`src/design/dualIssue_settings.svh`:
```
`ifndef DUALISSUE_SETTINGS_SVH
`define DUALISSUE_SETTINGS_SVH

`define XLEN_BITS       32
`define REG_INDEX_BITS  5
`define REG_COUNT       32

`define OPCODE_OP       7'b0110011
`define OPCODE_OP_IMM   7'b0010011

`define FUNCT3_ADD      3'b000
`define FUNCT3_SLL      3'b001
`define FUNCT3_SLT      3'b010
`define FUNCT3_SLTU     3'b011
`define FUNCT3_XOR      3'b100
`define FUNCT3_SR       3'b101
`define FUNCT3_OR       3'b110
`define FUNCT3_AND      3'b111

`define FUNCT7_ALT      7'b0100000 // sub / sra

`endif

```
`src/design/dualIssuePkg.sv`:
```
`default_nettype none

`include "dualIssue_settings.svh"

package dualIssuePkg;

    typedef logic [`XLEN_BITS-1:0] regWord;
    typedef logic [`REG_INDEX_BITS-1:0] regIndex;

    typedef enum logic [3:0] {
        ALU_ADD,
        ALU_SUB,
        ALU_SLL,
        ALU_SLT,
        ALU_SLTU,
        ALU_XOR,
        ALU_SRL,
        ALU_SRA,
        ALU_OR,
        ALU_AND
    } aluOp;

    // lane A is the earlier instruction of the pair
    typedef struct packed {
        logic [31:0] instA;
        logic [31:0] instB;
    } issuePacket;

    // ------------------------------
    typedef struct packed {
        logic    writeEnable;
        regIndex dest;
        regIndex src1;
        regIndex src2;
        logic    useImm;    // op-imm form
        regWord  imm;       // sign-extended I-type
        aluOp    op;
    } decodedLane;

    typedef struct packed {
        logic       valid;
        decodedLane laneA;
        decodedLane laneB;
    } decodedPacket;

    // ------------------------------
    typedef struct packed {
        logic    writeEnable;
        regIndex dest;
        regWord  value;
    } laneResult;

    typedef struct packed {
        logic      valid;
        laneResult laneA;
        laneResult laneB;
    } resultPacket;

endpackage

`default_nettype wire

```
`src/design/laneAlu.sv`:
```
`timescale 1ns/1ps
`default_nettype none

`include "dualIssue_settings.svh"

module laneAlu (
    input  wire dualIssuePkg::aluOp   op,
    input  wire dualIssuePkg::regWord operandA,
    input  wire dualIssuePkg::regWord operandB,
    output      dualIssuePkg::regWord result
);

    localparam int SHIFT_BITS = $clog2(`XLEN_BITS);

    logic [SHIFT_BITS-1:0] shamt;
    logic lessSigned;
    logic lessUnsigned;

    assign shamt        = operandB[SHIFT_BITS-1:0];
    assign lessSigned   = $signed(operandA) < $signed(operandB);
    assign lessUnsigned = operandA < operandB;

    always_comb begin
        case (op)
            dualIssuePkg::ALU_ADD:  result = operandA + operandB;
            dualIssuePkg::ALU_SUB:  result = operandA - operandB;
            dualIssuePkg::ALU_SLL:  result = operandA << shamt;
            dualIssuePkg::ALU_SLT:  result = {{(`XLEN_BITS - 1){1'b0}}, lessSigned};
            dualIssuePkg::ALU_SLTU: result = {{(`XLEN_BITS - 1){1'b0}}, lessUnsigned};
            dualIssuePkg::ALU_XOR:  result = operandA ^ operandB;
            dualIssuePkg::ALU_SRL:  result = operandA >> shamt;
            dualIssuePkg::ALU_SRA:  result = $signed(operandA) >>> shamt; // keeps sign
            dualIssuePkg::ALU_OR:   result = operandA | operandB;
            dualIssuePkg::ALU_AND:  result = operandA & operandB;
            default:                result = '0;
        endcase
    end

endmodule

`default_nettype wire

```
`src/design/packetExecute.sv`:
```
`timescale 1ns/1ps
`default_nettype none

module packetExecute (
    input  wire logic                        clock,
    input  wire logic                        reset,
    input  wire dualIssuePkg::decodedPacket  decoded,
    output      dualIssuePkg::regIndex [3:0] readIndex,
    input  wire dualIssuePkg::regWord  [3:0] readData,
    output      dualIssuePkg::resultPacket   executed
);

    dualIssuePkg::regWord [3:0] operand;    // A src1, A src2, B src1, B src2
    dualIssuePkg::regWord aluInA2;
    dualIssuePkg::regWord aluInB2;
    dualIssuePkg::regWord resultA;
    dualIssuePkg::regWord resultB;

    logic validQ;
    dualIssuePkg::laneResult laneAQ;
    dualIssuePkg::laneResult laneBQ;

    // previous packet is not in the register file yet
    function automatic dualIssuePkg::regWord forward(
        input dualIssuePkg::regIndex     src,
        input dualIssuePkg::regWord      fileData,
        input dualIssuePkg::resultPacket prev
    );
        if (prev.valid && prev.laneB.writeEnable && prev.laneB.dest == src)
            return prev.laneB.value;   // B is later, so it wins
        if (prev.valid && prev.laneA.writeEnable && prev.laneA.dest == src)
            return prev.laneA.value;
        return fileData;
    endfunction

    assign readIndex = {decoded.laneB.src2, decoded.laneB.src1,
                        decoded.laneA.src2, decoded.laneA.src1};

    always_comb begin
        for (int i = 0; i < 4; i++)
            operand[i] = forward(readIndex[i], readData[i], executed);
    end

    assign aluInA2 = decoded.laneA.useImm ? decoded.laneA.imm : operand[1];
    assign aluInB2 = decoded.laneB.useImm ? decoded.laneB.imm : operand[3];

    // ------------------------------
    laneAlu aluA (
        .op       (decoded.laneA.op),
        .operandA (operand[0]),
        .operandB (aluInA2),
        .result   (resultA)
    );

    laneAlu aluB (
        .op       (decoded.laneB.op),
        .operandA (operand[2]),
        .operandB (aluInB2),
        .result   (resultB)
    );

    // ------------------------------
    always_ff @(posedge clock or posedge reset) begin
        if (reset)
            validQ <= 1'b0;
        else
            validQ <= decoded.valid;
    end

    always_ff @(posedge clock) begin
        if (decoded.valid) begin
            laneAQ <= '{writeEnable: decoded.laneA.writeEnable,
                        dest: decoded.laneA.dest, value: resultA};
            laneBQ <= '{writeEnable: decoded.laneB.writeEnable,
                        dest: decoded.laneB.dest, value: resultB};
        end
    end

    assign executed = '{valid: validQ, laneA: laneAQ, laneB: laneBQ};

    // register file reads come back defined for a live packet
    readDataKnown: assert property (@(posedge clock) disable iff (reset)
        decoded.valid |-> !$isunknown(readData));

endmodule

`default_nettype wire

```
`config.mk`:
```
export PLATFORM = sky130hd
export DESIGN_NAME = packetExecute
export DESIGN_NICKNAME = d
export VERILOG_FILES = /design/src/design/dualIssuePkg.sv /design/src/design/laneAlu.sv /design/src/design/packetExecute.sv
export VERILOG_INCLUDE_DIRS = /design/src /design/src/design
export SDC_FILE = /design/constraint.sdc
export NUM_CORES = 1
export LEC_CHECK = 0
export ABC_AREA = 1
export BUFFER_PORTS_ARGS = -buffer_cell sky130_fd_sc_hd__buf_4
export CAP_MARGIN = 10
export CORE_ASPECT_RATIO = 2
export CORE_UTILIZATION = 45
export DETAILED_ROUTE_END_ITERATION = 16
export HOLD_SLACK_MARGIN = 0.08
export PLACE_DENSITY = 0.67
export RECOVER_POWER = 50
export SYNTH_ARGS = -nofsm -noshare
export SYNTH_HDL_FRONTEND = slang
export SYNTH_HIERARCHICAL = 1
export SYNTH_SLANG_ARGS = --single-unit
```
`constraint.sdc`:
```
create_clock -name clock -period 3.6 [get_ports clock]
set_clock_uncertainty 0.1 [all_clocks]
set_input_delay 0.72 -clock clock [delete_from_list [all_inputs] [get_ports clock]]
set_output_delay 0.72 -clock clock [all_outputs]
set_load 0.05 [all_outputs]
```
==> results of run 1 <==
-- synth_stat cells, types with 6 or more instances --
library cell and number:
nor3_1 33, buf_1 14, o22ai_1 49, o21ai_2 10, a21oi_1 180, clkbuf_2 7, a221oi_1 6, inv_2 34
nand3_2 9, o21bai_1 26, buf_2 146, nand3b_1 8, nor2_4 11, o211ai_1 49, nand4_1 164, xor2_1 9
ha_1 198, nand3_1 921, buf_6 16, o21ai_1 26, nor2_1 478, inv_1 692, buf_4 55, nor2_2 15
nand2_1 1894, o221ai_1 9, edfxtp_1 76, clkbuf_1 43, nand2_2 9, and2_1 18, o21ai_0 146
-- per-stage QoR --
stage	TNS (ps)	utilization [%]	instance area [um2]	setup WS (ps)	std cells
CTS	-5654	71.27	43370	-286.3	7558
detailed placement	-43090	65.49	39860	-1090	7468
global placement	-40570	65.49	39860	-1008	7468
floorplan	-79.97	-	28020	-32.57	5403
-- metal layers --
layer	GRT overflow	global-route usage [%]
met5	1	28.38
met4	533	88.14
met3	16	62.05
met2	1538	106.6
met1	21	76.84
-- cells by family after synthesis --
family | after synthesis
AO/OA/AOI/OAI | 527
flip-flops | 77
adder cells (fa/ha/maj) | 202
multiplexers | 2
AND/OR/NAND/NOR | 3574
buffers and inverters | 1012
XOR/XNOR | 9
-- repair_timing --
| action | in CTS |
|---|---|
| pin swaps | 93 |
| setup buffers | 62 |
| gates cloned | 12 |
| hold buffers | 1 |
| hold endpoints to repair | 1 |
| resized for setup | 656 |
| endpoints found under the setup margin | 64 |
==> metrics.yaml, run 1 <==
grt_usage_pct: 82.43
die_h_um: 353
yosysSeqAreaShare_pct: 8.323
ys_types: 54
synth.mux.area_fraction_pct: 0.07222
io_buffers: 333
overflow: 2109
syn_area_um2: 27720
hpwl_um: 164500
die_x_um: 177.5
firstError: "[ERROR GRT-0116] Global routing finished with congestion. Check the congestion regions in the DRC Viewer."
synthXorXnorAreaFrac_pct: 0.2844
synth_top_area_share_pct: 25.65
status: "did not finish"
start_util_pct: 45.55
grt_pass1_wl_um: 398400
synth_area_leader_cell: "nand2_1"
synthSimpleGateAreaFrac_pct: 55.40
synth_edf_count: 76
netlist_top_cells_area: "nand2_1, nand3_1, inv_1, ha_1, edfxtp_1"
htree_levels: 3
syn_nets: 5842
cts_buffers: 9
ys_ff_latch: 77
gp_congestion: 1.242
haltStage: "global routing"
synth-compound-area-share_pct: 11.09
grt_pass1_vias: 53170
avgSynthCellArea_um2: 5.131
grt_start_max_net_pins: 53
cts_root_buffer: "clkbuf_16"
ios: 334
syn_inst: 5403
async_flop_share_pct: 1.299
clockBufferDepth: 2
clock_sinks: 77
std_cell_rows: 128
yosys.area_share.adder_pct: 9.226
synth_top_family_by_area: "simple AND/OR/NAND/NOR gates"
ys.flop_type: "edfxtp_1"
yosysWarnings: 6
==> run 2, diff against run 1 <==
CORE_ASPECT_RATIO = default   (was 2)
CORE_UTILIZATION = 30   (was 45)
HOLD_SLACK_MARGIN = default   (was 0.08)
PLACE_DENSITY = default   (was 0.67)
PLACE_DENSITY_LB_ADDON = 0.15   (was default)
clock period = 4.7 ns   (was 3.6 ns; I/O delays follow)
==> run 2 against run 1 <==
Compared with the run above: the flow now finishes, with violations (max-capacitance violations, max-slew violations); area after synthesis did not move; synthesized cell count unchanged.
==> metrics.yaml, run 2 <==
coreArea_um2: 91520
hpwl_um: 165800  # was 164500 um
period_needed_ps: 4559
hold_viol: 0
final_common_cell: "nand2_1"
worstHoldPathType: "in2async"
syn_area_um2: 27720  # unchanged
largest_reg_flops: 76
ff_latch_area_um2: 2307
startpoint: "executed[35]"
r2r_slack_ps: 140
yosysSeqAreaShare_pct: 8.323  # unchanged
ys_ff_latch: 77  # unchanged
use_met2_pct: 55.40
htree_levels: 3  # unchanged
ant_nets: 0
cp-start-kind: "flop"
io_buffers: 333  # unchanged
tightest_slew_ps: 2291
die_h_um: 306.0  # was 353 um
crit_required_ps: 4780
cp-endpoint: "executed[19]"
vias_per_cell: 5.555
power.density_nw_per_um2: 220.7
relSlewSlack_pct: -52.76
antenna_found_initial: 6
clkSlewWorstSetupHoldPaths_ps: 90
overflow: 0
syn_to_final_growth_pct: 29.28
maxCapViolCount: 1
drv_slew: 53
max_freq_mhz: 219.3
firstDrtPassIters: 7
dieArea_um2: 93620
syn_nets: 5842  # unchanged
wl_per_cell_um: 26.84
start_util_pct: 30.29  # was 45.55%
ios: 334  # unchanged
multi_input_area_um2: 21110
most-common-layout-cells: "nand2_1, nand3_1, buf_4"
criticalPathCategory: "reg2reg"
r2r_cells: 24
period_share_pct: 97.00
ys_types: 54  # unchanged
met3_usage_pct: 10.44
clockBufferDepth: 2  # unchanged
synth_area_leader_cell: "nand2_1"  # unchanged
netlist_top_cells_area: "nand2_1, nand3_1, inv_1, ha_1, edfxtp_1"  # unchanged
met1_usage_pct: 60.57
p_leak_uw: 0.02000
drt-total-wl_um: 196400
synth.most_common_cell: "nand2_1"  # unchanged
fin_nets: 6562
r2r-start: "executed[35]"
syn_inst: 5403  # unchanged
avgSynthCellArea_um2: 5.131  # unchanged
dpl_worst_slack_ps: -292.1  # was -1090 ps
std_cell_rows: 111  # was 128
grt-busiest-layer: "met1"
status: "finished with violations"  # was did not finish
post-route-drc-count: 0
clk-insertion-delay-late_ps: 450
rsz0062_at_grt: "false"
clock_sinks: 77  # unchanged
die_x_um: 306.0  # was 177.5 um
num-fill-cells: 10630
grt_start_max_net_pins: 71
crit_arrival_ps: 4640
drt-initial-drc-count: 5894
synthTopCellsByCount: "nand2_1, nand3_1, inv_1"  # unchanged
grt_pass1_wl_um: 272200
setup.worst_path.end_class: "flop"
yosysWarnings: 6  # unchanged
synth_top_area_share_pct: 25.65  # unchanged
cts_tree: "built"
regToRegEndpoint: "executed[19]"
gp_congestion: 1.043  # was 1.242
layout-drive-gt1-share_pct: 17.61
finalSetupTns_ps: 0
crit_fanout: 27
grt_usage_pct: 40.63
async_flop_share_pct: 1.299  # unchanged
synth_edf_count: 76  # unchanged
finalSetupViolCount: 0
vias: 40650
violations: "max-capacitance violations, max-slew violations"
utilization_pct: 39.15
irDropWorstVdd_mv: 0.1478
grt_pass1_vias: 36770
cts_buffers: 9  # unchanged
power.total_uw: 7908
ys.flop_type: "edfxtp_1"  # unchanged
cts_root_buffer: "clkbuf_16"  # unchanged
finalWorstSetupSlack_ps: 140.8
==> run 2: cells by family after synthesis <==
logic type / share of synthesized area, %
simple gates: 55.40
buf+inv: 15.60
compound gates: 11.09
fa+ha+maj: 9.226
flops: 8.323
xor+xnor: 0.2844
mux: 0.07222
==> run 2: timing repair <==
| action | 4_1_cts | 5_1_grt |
|---|---|---|
| setup buffers | 1 | 1 |
| endpoints found under the setup margin | 1 | 2 |
| pin swaps | 0 | 1 |
| resized for setup | 0 | 3 |
| hold buffers | 0 | 0 |
==> run 2: worst min path at each step <==
stage                     startpoint      to  cells past startpoint
after floorplan                reset  validQ                      1
after global placement         reset  validQ                      2
after detailed placement       reset  validQ                      2
after CTS                      reset  validQ                      2
after global routing           reset  validQ                      2
final                          reset  validQ                      2
==> run 2: area by class of cell <==
cell class / count / area share, %
tap: 1186 / 4.141
multi-input combinational: 4314 / 58.92
clock inverter: 6 / 0.3107
antenna: 4 / 0.02793
timing repair buffer: 990 / 21.85
sequential: 77 / 6.438
inverter: 731 / 7.681
clock buffer: 10 / 0.6389
==> run 2: worst max-delay path: stages (launching register included) <==
cell and delay, ps:
edfxtp_1 560, inv_2 180, nand2_1 60, nand2_1 130
nor2_1 70, nand3_2 140, buf_12 220, buf_4 230
nor2_1 80, nor2_1 200, nand2_1 80, nand2_1 130
inv_1 80, ha_1 470, nand2_1 170, nor2_1 220
inv_1 150, nor2_4 220, nand3b_1 270, nand3_1 180
nand2_1 60, nand3_1 80, nand2_1 60, inv_1 50
nand3_1 50
==> run 2: power by group <==
group / internal, uW / switching (uW) / total [uW]
registers: 854 / 256 / 1110
logic: 1980 / 3830 / 5810
clock network: 520 / 463 / 983
==> run 2: metrics by stage <==
stage	instance area, um2	instances	hold WS (ps)
after floorplan	27720	5403	568.7
after global placement	35610	7296	685.7
after detailed placement	35610	7296	688.5
after CTS	35950	7313	215.5
after global routing	35830	7314	236.8
final	35840	7318	241.2
==> run 2: per-layer routing <==
layer  vias to the layer above  routed length, um
met1                     18970              90970
li1                      18900                  -
met3                       277              23670
met4                         4               6657
met5                         -                 27
met2                      2495              75050
Note: power is estimated with default switching activity, not from simulation.
==> run 3, diff against run 2 <==
clock period = 4.05 ns   (was 4.7 ns; I/O delays follow)
==> run 3 against run 2 <==
Compared with the run above: the run still ends with max-capacitance violations, max-slew violations left; first-iteration DRC count down 0.66%; fmax up 14%; critical path depth down 3; final area up 16%; sequential share of layout area down 0.90 points; die area unchanged; global-route usage down 1.1 points; sequential power up 12%; via count up 6.1%; clock power up 5%; count of clock-buffer cells in the layout up 1; critical path type unchanged; largest cell class unchanged.
==> metrics.yaml, run 3 (synthesis gave the netlist of run 2 again) <==
largest_reg_flops: 76  # unchanged
clockBufferDepth: 2  # unchanged
final_common_cell: "nand2_1"  # unchanged
start_util_pct: 30.29  # unchanged
path_delay_family: "simple AND/OR/NAND/NOR gates"  # unchanged
hold_ws_ps: 122.9  # was 241.2 ps
gp_congestion: 1.050  # was 1.043
htree_levels: 3  # unchanged
grt_pass1_wl_um: 268800  # was 272200 um
die_x_um: 306.0  # unchanged
p_leak_uw: 0.02279  # was 0.02000 uW
holdBufCountCts: 0  # unchanged
critPathMostFrequentCell: "nand3_1"  # was nand2_1
drt-total-wl_um: 194800  # was 196400 um
relSlewSlack_pct: -24.51  # was -52.76%
maxCapViolCount: 2  # was 1
drt-initial-drc-count: 5855  # was 5894
fin_cells: 7832  # was 7318
fin_nets: 7079  # was 6562
finalSetupViolCount: 0  # unchanged
crit_arrival_ps: 4040  # was 4640 ps
num-fill-cells: 10270  # was 10630
ant_nets: 0  # unchanged
post-route-drc-count: 0  # unchanged
setup.worst_path.end_class: "flop"  # unchanged
worst-path-buf-inv: 6  # unchanged
coreArea_um2: 91520  # unchanged
clock_sinks: 77  # unchanged
hpwl_um: 162400  # was 165800 um
firstDrtPassIters: 8  # was 7
clkSlewWorstSetupHoldPaths_ps: 90  # about the same
finalSetupTns_ps: 0  # unchanged
syn_to_final_growth_pct: 50.18  # was 29.28%
clk-insertion-delay-late_ps: 460  # was 450 ps
cts_buffers: 9  # unchanged
overflow: 0  # unchanged
io_buffers: 333  # unchanged
grt_pass1_vias: 38240  # was 36770
power.density_nw_per_um2: 244.9  # was 220.7 nW/um2
tightest_slew_ps: 1868  # was 2291 ps
slowest_stage: "edfxtp_1"  # unchanged
path_cells: "buf_4, nand2_1, nand2_1, nor2_4, buf_12, nand4_1, nand3_1, nand2_2, nand2_2, buf_8, inv_4, buf_4, nand2_1, nand3_1, buf_4, nand3_1, nand3_1, nand3_1, nand2_1, a21oi_1, nand4_1"  # was inv_2, nand2_1, nand2_1, nor2_1, nand3_2, buf_12, buf_4, nor2_1, nor2_1, nand2_1, nand2_1, inv_1, ha_1, nand2_1, nor2_1, inv_1, nor2_4, nand3b_1, nand3_1, nand2_1, nand3_1, nand2_1, inv_1, nand3_1
vias_per_cell: 5.507  # was 5.555
cp-start-kind: "flop"  # unchanged
cts_tree: "built"  # unchanged
max_stage_delay_ps: 530  # was 560 ps
ios: 334  # unchanged
wl_per_cell_um: 24.87  # was 26.84 um
hold_viol: 0  # unchanged
crit_required_ps: 4090  # was 4780 ps
grt_usage_pct: 39.53  # was 40.63%
layout-drive-gt1-share_pct: 29.41  # was 17.61%
std_cell_rows: 111  # unchanged
period_share_pct: 98.82  # was 97.00%
irDropWorstVdd_mv: 0.2194  # was 0.1478 mV
dieArea_um2: 93620  # unchanged
antenna_found_initial: 3  # was 6
cts_root_buffer: "clkbuf_16"  # unchanged
vias: 43130  # was 40650
rsz0062_at_grt: "true"  # was false
most-common-layout-cells: "nand2_1, buf_4, nand3_1"  # was nand2_1, nand3_1, buf_4
max_freq_mhz: 249.9  # was 219.3 MHz
die_h_um: 306.0  # unchanged
drv_slew: 79  # was 53
grt_start_max_net_pins: 69  # was 71
violations: "max-capacitance violations, max-slew violations"  # unchanged
crit_fanout: 25  # was 27
worstHoldPathType: "in2async"  # unchanged
period_needed_ps: 4002  # was 4559 ps
criticalPathCategory: "reg2reg"  # unchanged
status: "finished with violations"  # unchanged
dp_cells: 7772  # was 7296
==> run 3: cell count changes in the layout (fill, tap and decap cells not counted), sizes merged <==
cell,change
diode,-3
bufinv,-2
buf,+522
clkbuf,-4
inv,+1
==> run 3: metal layers <==
layer | part of all wire (%) | wire length [um] | GRT usage [%]
met4 | 3.7 | 7227 | 12.34
met5 | 0.014 | 28 | 0
met2 | 38 | 74970 | 54.70
met1 | 44 | 86480 | 58.58
met3 | 13 | 26060 | 9.878
==> run 3: per-stage QoR <==
step                      worst slack (ps)  cell area [um2]  power [uW]  utilization [%]
after floorplan                      60.18            27720        4544                -
after global placement              -524.2            39340        8436            42.98
after detailed placement            -483.5            39340        8417            42.98
after CTS                            2.589            39770        9499            43.45
after global routing                -68.60            41630       10650            45.48
final                                47.80            41630       10200            45.49
==> run 3: worst reg2reg max path, stage by stage, from the launching register on <==
cell,delay (ps)
edfxtp_1,530
buf_4,200
nand2_1,50
nand2_1,90
nor2_4,180
buf_12,160
nand4_1,110
nand3_1,100
nand2_2,100
nand2_2,130
buf_8,230
inv_4,100
buf_4,210
nand2_1,160
nand3_1,110
buf_4,140
nand3_1,90
nand3_1,110
nand3_1,90
nand2_1,160
a21oi_1,330
nand4_1,230
==> run 3: path summary, 6_finish.rpt <==
path	start	to	slack, ps	cells after the start
worst min register to register	executed[13]	executed[13]	1300	9
max in group asynchronous	reset	validQ	3640	2
min in group clock	decoded[104]	executed[74]	470	1
worst min-delay path	reset	validQ	120	2
worst max register to register	executed[74]	executed[17]	50	21
worst max-delay path	executed[74]	executed[17]	50	21
==> run 3: timing repair <==
item | CTS | global route
gates resized for setup | 35 | 444
setup endpoints to repair | 30 | 64
pin swaps | 2 | 62
gates cloned | 0 | 7
setup buffers | 3 | 33
==> run 3: cell type report <==
type                    instances  area, um2  area share (%)
multi-input cells            4314      22600           54.28
repair buffers               1507      12170           29.24
inverters                     731       2763           6.636
flip-flops and latches         77       2307           5.542
well taps                    1186       1484           3.564
clock buffers                  11      242.7          0.5831
clock inverters                 5      60.06          0.1443
diodes                          1      2.502        0.006011
==> run 3: power by group <==
group / total, uW / leakage, uW / switching, uW / internal (uW)
Combinational: 7930 / 0.0218 / 4810 / 3120
Clock: 1030 / 0.000146 / 531 / 498
Sequential: 1240 / 0.000794 / 247 / 991
Total: 10200 / 0.0228 / 5590 / 4610
