## src/design/dualIssue_settings.svh

```systemverilog
`ifndef DUALISSUE_SETTINGS_SVH
`define DUALISSUE_SETTINGS_SVH

`define XLEN_BITS       32
`define REG_INDEX_BITS  5
`define REG_COUNT       32

`define OPCODE_OP       7'b0110011
`define OPCODE_OP_IMM   7'b0010011

`define FUNCT3_ADD      3'b000
`define FUNCT3_SLL      3'b001
`define FUNCT3_SLT      3'b010
`define FUNCT3_SLTU     3'b011
`define FUNCT3_XOR      3'b100
`define FUNCT3_SR       3'b101
`define FUNCT3_OR       3'b110
`define FUNCT3_AND      3'b111

`define FUNCT7_ALT      7'b0100000 // sub / sra

`endif

```

## src/design/dualIssuePkg.sv

```systemverilog
`default_nettype none

`include "dualIssue_settings.svh"

package dualIssuePkg;

    typedef logic [`XLEN_BITS-1:0] regWord;
    typedef logic [`REG_INDEX_BITS-1:0] regIndex;

    typedef enum logic [3:0] {
        ALU_ADD,
        ALU_SUB,
        ALU_SLL,
        ALU_SLT,
        ALU_SLTU,
        ALU_XOR,
        ALU_SRL,
        ALU_SRA,
        ALU_OR,
        ALU_AND
    } aluOp;

    // lane A is the earlier instruction of the pair
    typedef struct packed {
        logic [31:0] instA;
        logic [31:0] instB;
    } issuePacket;

    // ------------------------------
    typedef struct packed {
        logic    writeEnable;
        regIndex dest;
        regIndex src1;
        regIndex src2;
        logic    useImm;    // op-imm form
        regWord  imm;       // sign-extended I-type
        aluOp    op;
    } decodedLane;

    typedef struct packed {
        logic       valid;
        decodedLane laneA;
        decodedLane laneB;
    } decodedPacket;

    // ------------------------------
    typedef struct packed {
        logic    writeEnable;
        regIndex dest;
        regWord  value;
    } laneResult;

    typedef struct packed {
        logic      valid;
        laneResult laneA;
        laneResult laneB;
    } resultPacket;

endpackage

`default_nettype wire

```

## src/design/packetDecode.sv

```systemverilog
`timescale 1ns/1ps
`default_nettype none

`include "dualIssue_settings.svh"

module packetDecode (
    input  wire logic                      clock,
    input  wire logic                      reset,
    input  wire logic                      issueValid,
    input  wire dualIssuePkg::issuePacket  issue,
    output      dualIssuePkg::decodedPacket decoded
);

    logic validQ;
    dualIssuePkg::decodedLane laneAQ;
    dualIssuePkg::decodedLane laneBQ;

    function automatic dualIssuePkg::decodedLane decodeLane(input logic [31:0] inst);
        dualIssuePkg::decodedLane lane;
        logic [6:0] opcode;
        logic [2:0] funct3;
        logic [6:0] funct7;
        logic isOp;
        logic isOpImm;
        opcode  = inst[6:0];
        funct3  = inst[14:12];
        funct7  = inst[31:25];
        isOp    = (opcode == `OPCODE_OP);
        isOpImm = (opcode == `OPCODE_OP_IMM);

        lane.dest   = inst[11:7];
        lane.src1   = inst[19:15];
        lane.src2   = inst[24:20];
        lane.useImm = isOpImm;
        lane.imm    = {{(`XLEN_BITS - 12){inst[31]}}, inst[31:20]};
        // anything else retires without a write
        lane.writeEnable = (isOp || isOpImm) && (lane.dest != '0);

        lane.op = dualIssuePkg::ALU_ADD;
        case (funct3)
            `FUNCT3_ADD:  lane.op = (isOp && funct7 == `FUNCT7_ALT) ? dualIssuePkg::ALU_SUB
                                                                     : dualIssuePkg::ALU_ADD;
            `FUNCT3_SLL:  lane.op = dualIssuePkg::ALU_SLL;
            `FUNCT3_SLT:  lane.op = dualIssuePkg::ALU_SLT;
            `FUNCT3_SLTU: lane.op = dualIssuePkg::ALU_SLTU;
            `FUNCT3_XOR:  lane.op = dualIssuePkg::ALU_XOR;
            `FUNCT3_SR:   lane.op = (funct7 == `FUNCT7_ALT) ? dualIssuePkg::ALU_SRA
                                                            : dualIssuePkg::ALU_SRL;
            `FUNCT3_OR:   lane.op = dualIssuePkg::ALU_OR;
            `FUNCT3_AND:  lane.op = dualIssuePkg::ALU_AND;
        endcase
        return lane;
    endfunction

    always_ff @(posedge clock or posedge reset) begin
        if (reset)
            validQ <= 1'b0;
        else
            validQ <= issueValid;
    end

    always_ff @(posedge clock) begin
        if (issueValid) begin
            laneAQ <= decodeLane(issue.instA);
            laneBQ <= decodeLane(issue.instB);
        end
    end

    assign decoded = '{valid: validQ, laneA: laneAQ, laneB: laneBQ};

    // a strobed packet carries defined instruction words
    issueKnown: assert property (@(posedge clock) disable iff (reset)
        issueValid |-> !$isunknown(issue));

endmodule

`default_nettype wire

```

## config.mk

```make
export PLATFORM = sky130hd
export DESIGN_NAME = packetDecode
export DESIGN_NICKNAME = d
export VERILOG_FILES = /design/src/design/dualIssuePkg.sv /design/src/design/packetDecode.sv
export VERILOG_INCLUDE_DIRS = /design/src /design/src/design
export SDC_FILE = /design/constraint.sdc
export NUM_CORES = 1
export LEC_CHECK = 0
export ABC_CLOCK_PERIOD_IN_PS = 1100
export BUFFER_PORTS_ARGS = -buffer_cell sky130_fd_sc_hd__buf_4
export CORE_AREA = 2 2 84 86
export DETAILED_ROUTE_END_ITERATION = 7
export DIE_AREA = 0 0 86 88
export PLACE_DENSITY = 0.75
export SETUP_SLACK_MARGIN = 0.02
export SLEW_MARGIN = 40
export SYNTH_ARGS = -nofsm -noshare
export SYNTH_HDL_FRONTEND = slang
export SYNTH_SLANG_ARGS = --single-unit
```

## constraint.sdc

```tcl
create_clock -name clock -period 1.1 [get_ports clock]
set_clock_uncertainty 0.2 [all_clocks]
set_input_delay 0.055 -clock clock [delete_from_list [all_inputs] [get_ports clock]]
set_output_delay 0.055 -clock clock [all_outputs]
set_load 0.01 [all_outputs]
```

Yosys cells after proc, flatten, opt, wreduce, memory -nomap -nowiden:

Index checks and enable logic that the tools add are counted.

* equal/unequal tests: 20
* muxes and demuxes: 6
* reductions and logical operators: 10

Operator list (count)
* $pmux W4 S8: 2
* $eq A7 B6 Y1 const B: 4
* $eq A3 B3 Y1 const B: 8
* $eq A7 B5 Y1 const B: 2
* $eq A3 B2 Y1 const B: 4
* $reduce_bool A5 Y1: 2
* $eq A3 B1 Y1 const B: 2
* $logic_not A3 Y1: 2
* $logic_and A1 B1 Y1: 4
* $mux W1: 4
* $logic_or A1 B1 Y1: 2

* bits in registers: 67
* input bits: 67
* output and inout port bits: 107
* word-level logic and storage cells: 51

Depth between registers and ports, before layout:

Gate-level depths: netlist of run 1.

* depth after elaboration: 4
* depth in mapped cells: 4
* mapped depth without buffers: 4

Least setup slack after synthesis of run 1:

Ideal clock, no wire load.

* kind: input port to flip-flop
* from: input issue[59] (netlist bit)
* to: register laneAQ (netlist bit decoded[53]), data pin
* library setup time: 0.167 ns
* data arrival time: 1.034 ns
* required time: 0.733 ns
* slack: -0.301 ns
* stages on the path: 4
* path buffers: 0
* cells stage by stage: or4b_1 nor4_2 o21ai_1 a211oi_1

* longest elaborated chain between the ends: 4
* elaborated cells between the ends (all ways): 5
* those cells by class: eq/ne: 1; mux: 3; reduce/logical: 1

RTL lines
* start: declaration: RTL line packetDecode.sv:10 `input wire dualIssuePkg::issuePacket issue,`
* $eq A7 B6 Y1 (no source line) *
* $logic_and A1 B1 Y1 (no source line)
* $mux W1: RTL line packetDecode.sv:41 `` `FUNCT3_ADD: lane.op = (isOp && funct7 == `FUNCT7_ALT) ? dualIssuePkg::ALU_SUB ``
* $pmux W4 S8 *: RTL line packetDecode.sv:40 `case (funct3)`
* end signal: assignment: RTL line packetDecode.sv:64 `laneAQ <= decodeLane(issue.instA);`
* end: declaration: RTL line packetDecode.sv:15 `dualIssuePkg::decodedLane laneAQ;`

Every way passes the cells marked *; elsewhere a longest branch is shown, timed or not.
A chain may end at the register's enable or synchronous reset.

Final worst setup path of run 1:

* from: input issue[63] (netlist bit)
* to: register laneAQ (netlist bit decoded[53]), data pin

Same word-level chain as after synthesis.

==> flow_metrics.env, run 1 <==
export IMPL_run_status="finished with violations"
export IMPL_violations="negative hold slack, negative setup slack"
export IMPL_max_clock_freq_ghz=0.7344
export IMPL_detailed_place_area_mm2=0.003426
export IMPL_timing_final_setup_violations=78
export IMPL_clkSinkCount=57
export IMPL_largest_area_contributor_in_the_netlist="sky130_fd_sc_hd__edfxtp_1"
export IMPL_yosys_cell_count_top_type="sky130_fd_sc_hd__edfxtp_1"
export IMPL_grt_overflow=0
export IMPL_fp_row_count=30
export IMPL_cts_htree_levels=3
export IMPL_final_cells=430
export IMPL_timing_max_cap_violations=0
export IMPL_postRouteAntennaNets=0
export IMPL_critPathMaxFanout=2
export IMPL_finalWirelength_um=6465
export IMPL_critPathArrivalTime_ns=1.32
export IMPL_yosys_cell_types_count=20
export IMPL_synthToLayoutAreaGrowth_pct=91.42
export IMPL_cellInternalPower_mw=4.208
export IMPL_timing_hold_worst_class="in2reg"
export IMPL_combinationalPowerShare=0.233
export IMPL_largest_buffer_count_on_any_clock_path=2
export IMPL_worst_slew_pin_slew_ns=0.2940
export IMPL_grt_max_degree=37
export IMPL_finalCritPeriodShare=1.238
export IMPL_grt_util_all_layers=0.1559
export IMPL_io_pins=174
export IMPL_die_x_um=86
export IMPL_route_top_layer_used="met4"
export IMPL_worstHoldStart="issue[2]"
export IMPL_grt_pass1_wl_um=8866
export IMPL_dr_total_vias=1848
export IMPL_final_layout_size_suffix_gt1_frac=0.5743
export IMPL_post_route_worst_setup_slack_ns=-0.2616
export IMPL_dp_worst_setup_slack_ns=-0.6141
export IMPL_setup_worst_path_class="in2reg"
export IMPL_antenna_cells_inserted=0
export IMPL_detail_route_vias_per_cell=4.298
export IMPL_asyncSetResetFlopFracSynth=0.01754
export IMPL_sequential_cell_fraction_of_total_power=0.482
export IMPL_synth_top_cells_by_area="sky130_fd_sc_hd__edfxtp_1, sky130_fd_sc_hd__buf_4, sky130_fd_sc_hd__nor2_1"
export IMPL_initial_core_util=0.3533
export IMPL_die_area_mm2=0.007568
export IMPL_synth_ff_latch_count=57
export IMPL_wl_per_cell_um=15.03
export IMPL_detail_route_drc_violations=0
export IMPL_worst_setup_path_start_kind="input port"
export IMPL_post_cts_repair_setup_buffers=0
export IMPL_power_switching_mw=1.339
export IMPL_maxSlewViolCount=0
export IMPL_min_period_ns=1.362
export IMPL_totalPowerFinal_mw=5.547
export IMPL_clkTransAtPathRegs_ns=0.07
export IMPL_sw_frac_of_total=0.2413
export IMPL_yosys_most_used_dff="sky130_fd_sc_hd__edfxtp_1"
export IMPL_met2WireLength_um=3820
export IMPL_initial_antenna_violation_count=0
export IMPL_worstSetupStartpoint="issue[63]"
export IMPL_tns_ns=-8.931
export IMPL_wirelength_met1_um=2187
export IMPL_via_count_of_the_first_global_routing_pass=1867
export IMPL_synthCells=147
export IMPL_synth_warnings=0
export IMPL_tritoncts_num_buffers=9
export IMPL_synth_top_area_share=0.7164
export IMPL_grt_setup_unrepaired="true"
export IMPL_timing_critical_path_required_ns=1.06
export IMPL_port_buffers=173
export IMPL_power_density_mw_per_mm2=1235
export IMPL_peakVddDrop_mv=0.6658
export IMPL_synth_sequential_area_ratio=0.7271
export IMPL_drt_pre_antenna_iters=4
export IMPL_leakage_nw=1.948
export IMPL_fp_dieH_um=88
export IMPL_layout_core_utilization=0.6763
export IMPL_clkPwrFrac=0.285
export IMPL_netlist_top_cells_count="sky130_fd_sc_hd__edfxtp_1, sky130_fd_sc_hd__buf_4, sky130_fd_sc_hd__nor2_1"
export IMPL_tritoncts="yes"
export IMPL_root_buffer="sky130_fd_sc_hd__clkbuf_8"
export IMPL_place_congestion=0.7058
export IMPL_detail_route_iter0_violations=49
export IMPL_synth_fp_nets=214
export IMPL_synth_edff_count=56
export IMPL_postSynthAreaPerCell_um2=15.97
export IMPL_type_of_element_capturing_the_critical_path="flop"
export IMPL_met3_wirelength_um=378
export IMPL_syn_area_mm2=0.002347
export IMPL_finalNetCount=412
export IMPL_fin_hold_ws_ns=-0.06729
export IMPL_final_hold_viol_count=26
export IMPL_timing_max_slew_rel_slack=0.8025
export IMPL_stdcell_area_mm2=0.004493
export IMPL_place_inst=354
export IMPL_core_area_mm2=0.006644
## path summary, 6_finish.rpt
path                                    endpoint  cells after the start
worst min-delay path       decoded[36]$_DFFE_PP_                      3
worst max-delay path       decoded[53]$_DFFE_PP_                      5
max in group asynchronous       validQ$_DFF_PP0_                      4
min in group asynchronous       validQ$_DFF_PP0_                      4
## what timing repair did
action,in CTS,in global routing
hold buffers,55,13
endpoints found under the hold margin,79,39
resized for setup,52,27
endpoints found under the setup margin,109,115
pin swaps,0,5
## state kept, by name, indices dropped and copies added (netlist names)
signal   cells
decoded     56
validQ       1
## logic make-up after synthesis
| kind of cell | after synthesis | share of synthesized area |
|---|---|---|
| AO/OA/AOI/OAI | 8 | 0.02239 |
| buffers and inverters | 52 | 0.1647 |
| flip-flops | 57 | 0.7271 |
| multiplexers | 4 | 0.01812 |
| AND/OR/NAND/NOR | 26 | 0.06770 |
## cell type report
cell class	instances	area, um^2
Multi-Input combinational cell	38	302.8
Sequential cell	57	1707
Clock inverter	3	17.52
Inverter	1	3.754
Tap cell	80	100.1
Fill cell	471	2151
Timing Repair Buffer	238	2223
Clock buffer	13	138.9
## cell usage in the layout, fill, tap and decap left out, drive strengths merged
cell          Yosys  final
a211oi            2      2
a21oi             2      2
a311oi            2      2
and2              2      2
and3b             2      2
buf              51    178
clkbuf            0     13
clkinv            0      2
clkinvlp          0      1
dfrtp             1      1
dlygate4sd3       0     59
dlymetal6s4s      0      1
edfxtp           56     56
inv               1      1
mux2              2      2
mux2i             2      2
nand2             4      4
nand3b            1      1
nand4b            1      1
nor2              7      7
nor3              4      4
nor4              2      2
o21ai             2      2
or3               1      1
or4b              2      2
## per-layer routing
metal  vias up  GRT usage
met5         -          0
met4         0    0.05628
met3         8    0.04901
met2        80     0.3044
met1       875     0.1533
li1        885          -
## worst max-delay path, stage by stage
cell	delay, ns
sky130_fd_sc_hd__buf_6	0.09
sky130_fd_sc_hd__or4b_4	0.54
sky130_fd_sc_hd__nor4_4	0.29
sky130_fd_sc_hd__a311oi_2	0.14
sky130_fd_sc_hd__a211oi_2	0.21
## power by group through the flow
stage | combinational, mW | clock (mW) | sequential, mW
2_1_floorplan | 0.379 | 0 | 2.80
3_5_place_dp | 0.994 | 0 | 2.67
6_report | 1.29 | 1.58 | 2.67
4_1_cts | 1.24 | 1.64 | 2.66
5_1_grt | 1.37 | 1.74 | 2.69
3_3_place_gp | 0.976 | 0 | 2.67
(Power assumes the default switching activity.)
==> run 2: changes to the inputs <==
- GPL_TIMING_DRIVEN: not set -> 0
==> run 2 against run 1 <==
The flow still finishes with violations (negative hold slack, negative setup slack). Total power rose by 16%. Clock power rose by 30%. Global-route usage rose by 4.1 points. Count of clock-buffer cells in the layout fell by 2. Core utilization rose by 9.8 points. Critical path depth fell by 2. First-iteration DRC count rose to 2.9 times the previous value. Largest cell class unchanged. Largest power group unchanged. Highest routed layer unchanged.
==> flow_metrics.env, run 2 (synthesis gave the netlist of run 1 again) <==
export IMPL_worstHoldEndpoint="decoded[36]$_DFFE_PP_"
export IMPL_wl_per_cell_um=16.83
export IMPL_synthToLayoutAreaGrowth_pct=119.1
export IMPL_die_area_mm2=0.007568
export IMPL_core_area_mm2=0.006644
export IMPL_postRouteAntennaNets=0
export IMPL_most_frequent_standard_cell_in_the_layout_excluding_fill_and_tap_cells="sky130_fd_sc_hd__buf_6"
export IMPL_cellInternalPower_mw=4.937
export IMPL_antenna_cells_inserted=0
export IMPL_die_x_um=86
export IMPL_worstHoldStart="issue[2]"
export IMPL_cpLargestDelayFamily="flip-flops"
export IMPL_highest_count_cells_in_the_layout_ignoring_fill_and_taps="sky130_fd_sc_hd__buf_6, sky130_fd_sc_hd__buf_4, sky130_fd_sc_hd__edfxtp_1, sky130_fd_sc_hd__dlygate4sd3_1, sky130_fd_sc_hd__clkbuf_8"
export IMPL_place_congestion=0.7210
export IMPL_cp_slowest_cell="sky130_fd_sc_hd__edfxtp_1"
export IMPL_grt_max_degree=58
export IMPL_max_clock_freq_ghz=0.6702
export IMPL_detail_route_vias_per_cell=4.344
export IMPL_crit_chain="buf_6 -> buf_6 -> buf_6"
export IMPL_port_buffers=173
export IMPL_timing_critical_path_required_ns=0.84
export IMPL_finalCritPeriodShare=1.357
export IMPL_grt_overflow=0
export IMPL_sw_frac_of_total=0.2320
export IMPL_layout_filler_cells=382
export IMPL_dp_worst_setup_slack_ns=-0.6212
export IMPL_largest_buffer_count_on_any_clock_path=2
export IMPL_fp_row_count=30
export IMPL_timing_max_slew_rel_slack=0.5081
export IMPL_dr_total_vias=2081
export IMPL_sequential_cell_fraction_of_total_power=0.418
export IMPL_drt_pre_antenna_iters=5
export IMPL_fp_dieH_um=88
export IMPL_whs_path_depth=3
export IMPL_setup_worst_path_class="reg2out"
export IMPL_io_pins=174
export IMPL_grt_setup_unrepaired="true"
export IMPL_timing_critical_path_slowest_cell_delay_ns=0.48
export IMPL_initial_core_util=0.3533
export IMPL_clkSinkCount=57
export IMPL_combinationalPowerShare=0.262
export IMPL_tritoncts="yes"
export IMPL_post_route_worst_setup_slack_ns=-0.3922
export IMPL_root_buffer="sky130_fd_sc_hd__clkbuf_8"
export IMPL_via_count_of_the_first_global_routing_pass=2247
export IMPL_grt_util_all_layers=0.1969
export IMPL_peakVddDrop_mv=0.7118
export IMPL_finalNetCount=462
export IMPL_finalWirelength_um=8062
export IMPL_grt_pass1_wl_um=11010
export IMPL_dpl_hpwl_um=4591
export IMPL_critPathBufInv=3
export IMPL_critPathMaxFanout=10
export IMPL_detail_route_drc_violations=0
export IMPL_cts_htree_levels=3
export IMPL_tritoncts_num_buffers=9
export IMPL_violations="negative hold slack, negative setup slack"
export IMPL_clkPwrFrac=0.320
export IMPL_power_density_mw_per_mm2=1250
export IMPL_timing_final_setup_violations=95
export IMPL_critPathArrivalTime_ns=1.24
export IMPL_layout_core_utilization=0.7742
export IMPL_number_of_flip_flops_in_the_largest_register=56
export IMPL_worst_slew_pin_slew_ns=0.7378
export IMPL_leakage_nw=2.295
export IMPL_maxSlewViolCount=0
export IMPL_type_of_element_capturing_the_critical_path="output port"
export IMPL_clkTransAtPathRegs_ns=0.07
export IMPL_power_switching_mw=1.491
export IMPL_timing_max_cap_violations=0
export IMPL_worst_setup_path_start_kind="flop"
export IMPL_run_status="finished with violations"
export IMPL_detail_route_iter0_violations=140
export IMPL_timing_hold_worst_class="in2reg"
export IMPL_cp_common_cell="sky130_fd_sc_hd__buf_6"
export IMPL_final_hold_viol_count=7
export IMPL_initial_antenna_violation_count=0
export IMPL_final_layout_size_suffix_gt1_frac=0.6291
export IMPL_fin_hold_ws_ns=-0.08966
export IMPL_tns_ns=-18.91
export IMPL_min_period_ns=1.492
==> run 2: repair_timing <==
action	CTS	global route
setup buffers	5	2
resized for setup	86	34
hold buffers	56	12
cloned	1	0
pin swaps	0	2
endpoints found under the hold margin	57	18
setup endpoints to repair	109	117
==> run 2: final cells by class <==
class                           instances  area, um^2  share of cell area
Buffer                                 49       521.8              0.1014
Clock buffer                           11       131.4             0.02554
Tap cell                               80       100.1             0.01946
Timing Repair Buffer                  239        2322              0.4515
Sequential cell                        57        1707              0.3318
Clock inverter                          4       68.82             0.01338
Multi-Input combinational cell         38       289.0             0.05619
Inverter                                1       3.754           0.0007297
==> run 2: worst max path at each step <==
stage	end	slack [ns]	start	cells past startpoint
global placement	decoded[0]$_DFFE_PP_	-0.55	issue[27]	5
global route	decoded[21]	-0.44	decoded[15]$_DFFE_PP_	3
CTS	decoded[85]	-0.40	decoded[68]$_DFFE_PP_	3
floorplan	decoded[53]$_DFFE_PP_	-0.30	issue[59]	4
finish	decoded[28]	-0.39	decoded[15]$_DFFE_PP_	3
detailed placement	decoded[53]$_DFFE_PP_	-0.62	issue[59]	5
==> run 2: through the flow <==
step / cells / area [um^2] / hold slack, ns / total power, mW
2_1_floorplan: 147 / 2467 / -0.4163 / 3.183
3_3_place_gp: 400 / 3866 / -0.2978 / 3.899
3_5_place_dp: 401 / 3877 / -0.2959 / 3.935
4_1_cts: 477 / 5006 / -0.1037 / 6.339
5_1_grt: 479 / 5144 / -0.08297 / 6.671
6_report: 479 / 5144 / -0.08966 / 6.428
==> run 2: power by group through the flow <==
stage / clock network [mW] / logic [mW] / registers, mW
3_5_place_dp: 0 / 1.22 / 2.71
4_1_cts: 2.08 / 1.59 / 2.66
3_3_place_gp: 0 / 1.19 / 2.71
6_report: 2.06 / 1.69 / 2.68
5_1_grt: 2.20 / 1.77 / 2.70
2_1_floorplan: 0 / 0.379 / 2.80
==> run 2: per-layer routing <==
layer,vias to the layer above,track usage,routed length [um]
li1,984,-,-
met1,992,0.1789,2511
met2,90,0.3989,4944
met3,15,0.04713,421
met4,0,0.09957,184
met5,-,0,0
==> run 3: changes to the inputs <==
- PLACE_DENSITY: 0.75 -> 0.76
==> run 3 against run 2 <==
The flow still finishes with violations (negative hold slack, negative setup slack). Sequential share of layout area about the same. First-iteration DRC count is 36% lower. Via count down 0.96%. Combinational power barely moved. Core utilization rose by 0.057 points. Flip-flop and latch count is the same. Highest routed layer unchanged.
==> flow_metrics.env, run 3 (synthesis gave the netlist of run 1 again) <==
export IMPL_min_period_ns=1.438
export IMPL_initial_core_util=0.3533
export IMPL_route_top_layer_used="met4"
export IMPL_antenna_cells_inserted=0
export IMPL_fp_row_count=30
export IMPL_root_buffer="sky130_fd_sc_hd__clkbuf_8"
export IMPL_highest_count_cells_in_the_layout_ignoring_fill_and_taps="sky130_fd_sc_hd__buf_6, sky130_fd_sc_hd__buf_4, sky130_fd_sc_hd__edfxtp_1, sky130_fd_sc_hd__dlygate4sd3_1, sky130_fd_sc_hd__clkbuf_8"
export IMPL_worstHoldStart="issue[2]"
export IMPL_timing_critical_path_required_ns=0.84
export IMPL_finalWirelength_um=7572
export IMPL_peakVddDrop_mv=0.8207
export IMPL_tritoncts="yes"
export IMPL_place_congestion=0.7061
export IMPL_largest_buffer_count_on_any_clock_path=2
export IMPL_cts_htree_levels=3
export IMPL_grt_util_all_layers=0.1895
export IMPL_cp_common_cell="sky130_fd_sc_hd__buf_4"
export IMPL_initial_antenna_violation_count=0
export IMPL_timing_max_cap_violations=0
export IMPL_detailed_place_area_mm2=0.003866
export IMPL_worst_setup_path_start_kind="flop"
export IMPL_detail_route_drc_violations=0
export IMPL_met2WireLength_um=4530
export IMPL_via_count_of_the_first_global_routing_pass=2174
export IMPL_fp_dieH_um=88
export IMPL_number_of_stages_on_the_worst_setup_path=3
export IMPL_power_density_mw_per_mm2=1202
export IMPL_leakage_nw=2.299
export IMPL_wirelength_met1_um=2418
export IMPL_critPathArrivalTime_ns=1.18
export IMPL_final_hold_viol_count=6
export IMPL_type_of_element_capturing_the_critical_path="output port"
export IMPL_die_area_mm2=0.007568
export IMPL_postRouteAntennaNets=0
export IMPL_detail_route_vias_per_cell=4.303
export IMPL_io_pins=174
export IMPL_grt_max_degree=58
export IMPL_grt_pass1_wl_um=10570
export IMPL_timing_hold_worst_class="in2reg"
export IMPL_synthToLayoutAreaGrowth_pct=119.3
export IMPL_run_status="finished with violations"
export IMPL_drt_pre_antenna_iters=3
export IMPL_finalNetCount=461
export IMPL_place_inst=400
export IMPL_critPathBufInv=3
export IMPL_worstSetupStartpoint="decoded[68]$_DFFE_PP_"
export IMPL_max_clock_freq_ghz=0.6953
export IMPL_timing_max_slew_rel_slack=0.5226
export IMPL_detail_route_iter0_violations=89
export IMPL_maxSlewViolCount=0
export IMPL_whs_path_depth=3
export IMPL_dp_worst_setup_slack_ns=-0.6171
export IMPL_setup_worst_path_class="reg2out"
export IMPL_crit_chain="buf_4 -> buf_4 -> buf_4"
export IMPL_grt_overflow=0
export IMPL_tns_ns=-16.25
export IMPL_critPathMaxFanout=4
export IMPL_die_x_um=86
export IMPL_final_cells=479
export IMPL_clkTransAtPathRegs_ns=0.07
export IMPL_totalPowerFinal_mw=6.187
export IMPL_clkSinkCount=57
export IMPL_cpLargestDelayFamily="flip-flops"
export IMPL_dr_total_vias=2061
export IMPL_core_area_mm2=0.006644
export IMPL_violations="negative hold slack, negative setup slack"
export IMPL_layout_core_utilization=0.7748
export IMPL_most_frequent_standard_cell_in_the_layout_excluding_fill_and_tap_cells="sky130_fd_sc_hd__buf_6"
export IMPL_final_layout_size_suffix_gt1_frac=0.6391
export IMPL_cp_slowest_cell="sky130_fd_sc_hd__edfxtp_1"
export IMPL_finalCritPeriodShare=1.307
export IMPL_timing_final_setup_violations=91
export IMPL_post_route_worst_setup_slack_ns=-0.3382
export IMPL_tritoncts_num_buffers=9
export IMPL_wl_per_cell_um=15.81
export IMPL_number_of_flip_flops_in_the_largest_register=56
export IMPL_dpl_hpwl_um=4410
export IMPL_timing_critical_path_slowest_cell_delay_ns=0.43
export IMPL_grt_setup_unrepaired="true"
export IMPL_met3_wirelength_um=498
export IMPL_stdcell_area_mm2=0.005147
export IMPL_worst_slew_pin_slew_ns=0.7160
export IMPL_port_buffers=173
export IMPL_fin_hold_ws_ns=-0.07398
-- run 3: cell types whose count changed in the layout (fill, tap and decap cells not counted), moves of 2 or more --
cell / change
sky130_fd_sc_hd__buf_6: +2
sky130_fd_sc_hd__clkinv_2: +3
sky130_fd_sc_hd__buf_4: -4
sky130_fd_sc_hd__clkbuf_1: -2
-- run 3: what timing repair did --
| action | CTS | global route |
|---|---|---|
| hold buffers | 58 | 13 |
| pin swaps | 0 | 9 |
| buffers inserted | 5 | 1 |
| hold endpoints to repair | 57 | 21 |
| resized for setup | 67 | 57 |
| setup endpoints to repair | 109 | 116 |
-- run 3: layer usage --
| layer | track usage | vias up |
|---|---|---|
| met2 | 0.3693 | 98 |
| li1 | - | 985 |
| met3 | 0.06221 | 10 |
| met1 | 0.1757 | 968 |
| met5 | 0 | - |
| met4 | 0.09091 | 0 |
-- run 3: cell type report --
cell class,instances,area [um^2]
sequential,57,1707
clock inverter,7,61.31
tap,80,100.1
inverter,1,3.754
clock buffer,9,123.9
timing repair buffer,237,2320
buffer,50,529.3
fill,395,1496
multi-input combinational,38,302.8
-- run 3: worst min-delay path, stage by stage --
cell	delay, ns
sky130_fd_sc_hd__buf_4	0.08
sky130_fd_sc_hd__or3_1	0.11
sky130_fd_sc_hd__a21oi_1	0.04
-- run 3: power by group --
part / switching [mW] / internal, mW
Clock: 0.811 / 1.02
Sequential: 0.0921 / 2.58
Combinational: 0.579 / 1.10
-- run 3: path summary, 6_finish.rpt --
check,to,slack [ns]
worst max-delay path,decoded[85],-0.34
worst min-delay path,decoded[52]$_DFFE_PP_,-0.07
max in group asynchronous,validQ$_DFF_PP0_,0.10
min in group asynchronous,validQ$_DFF_PP0_,0.51
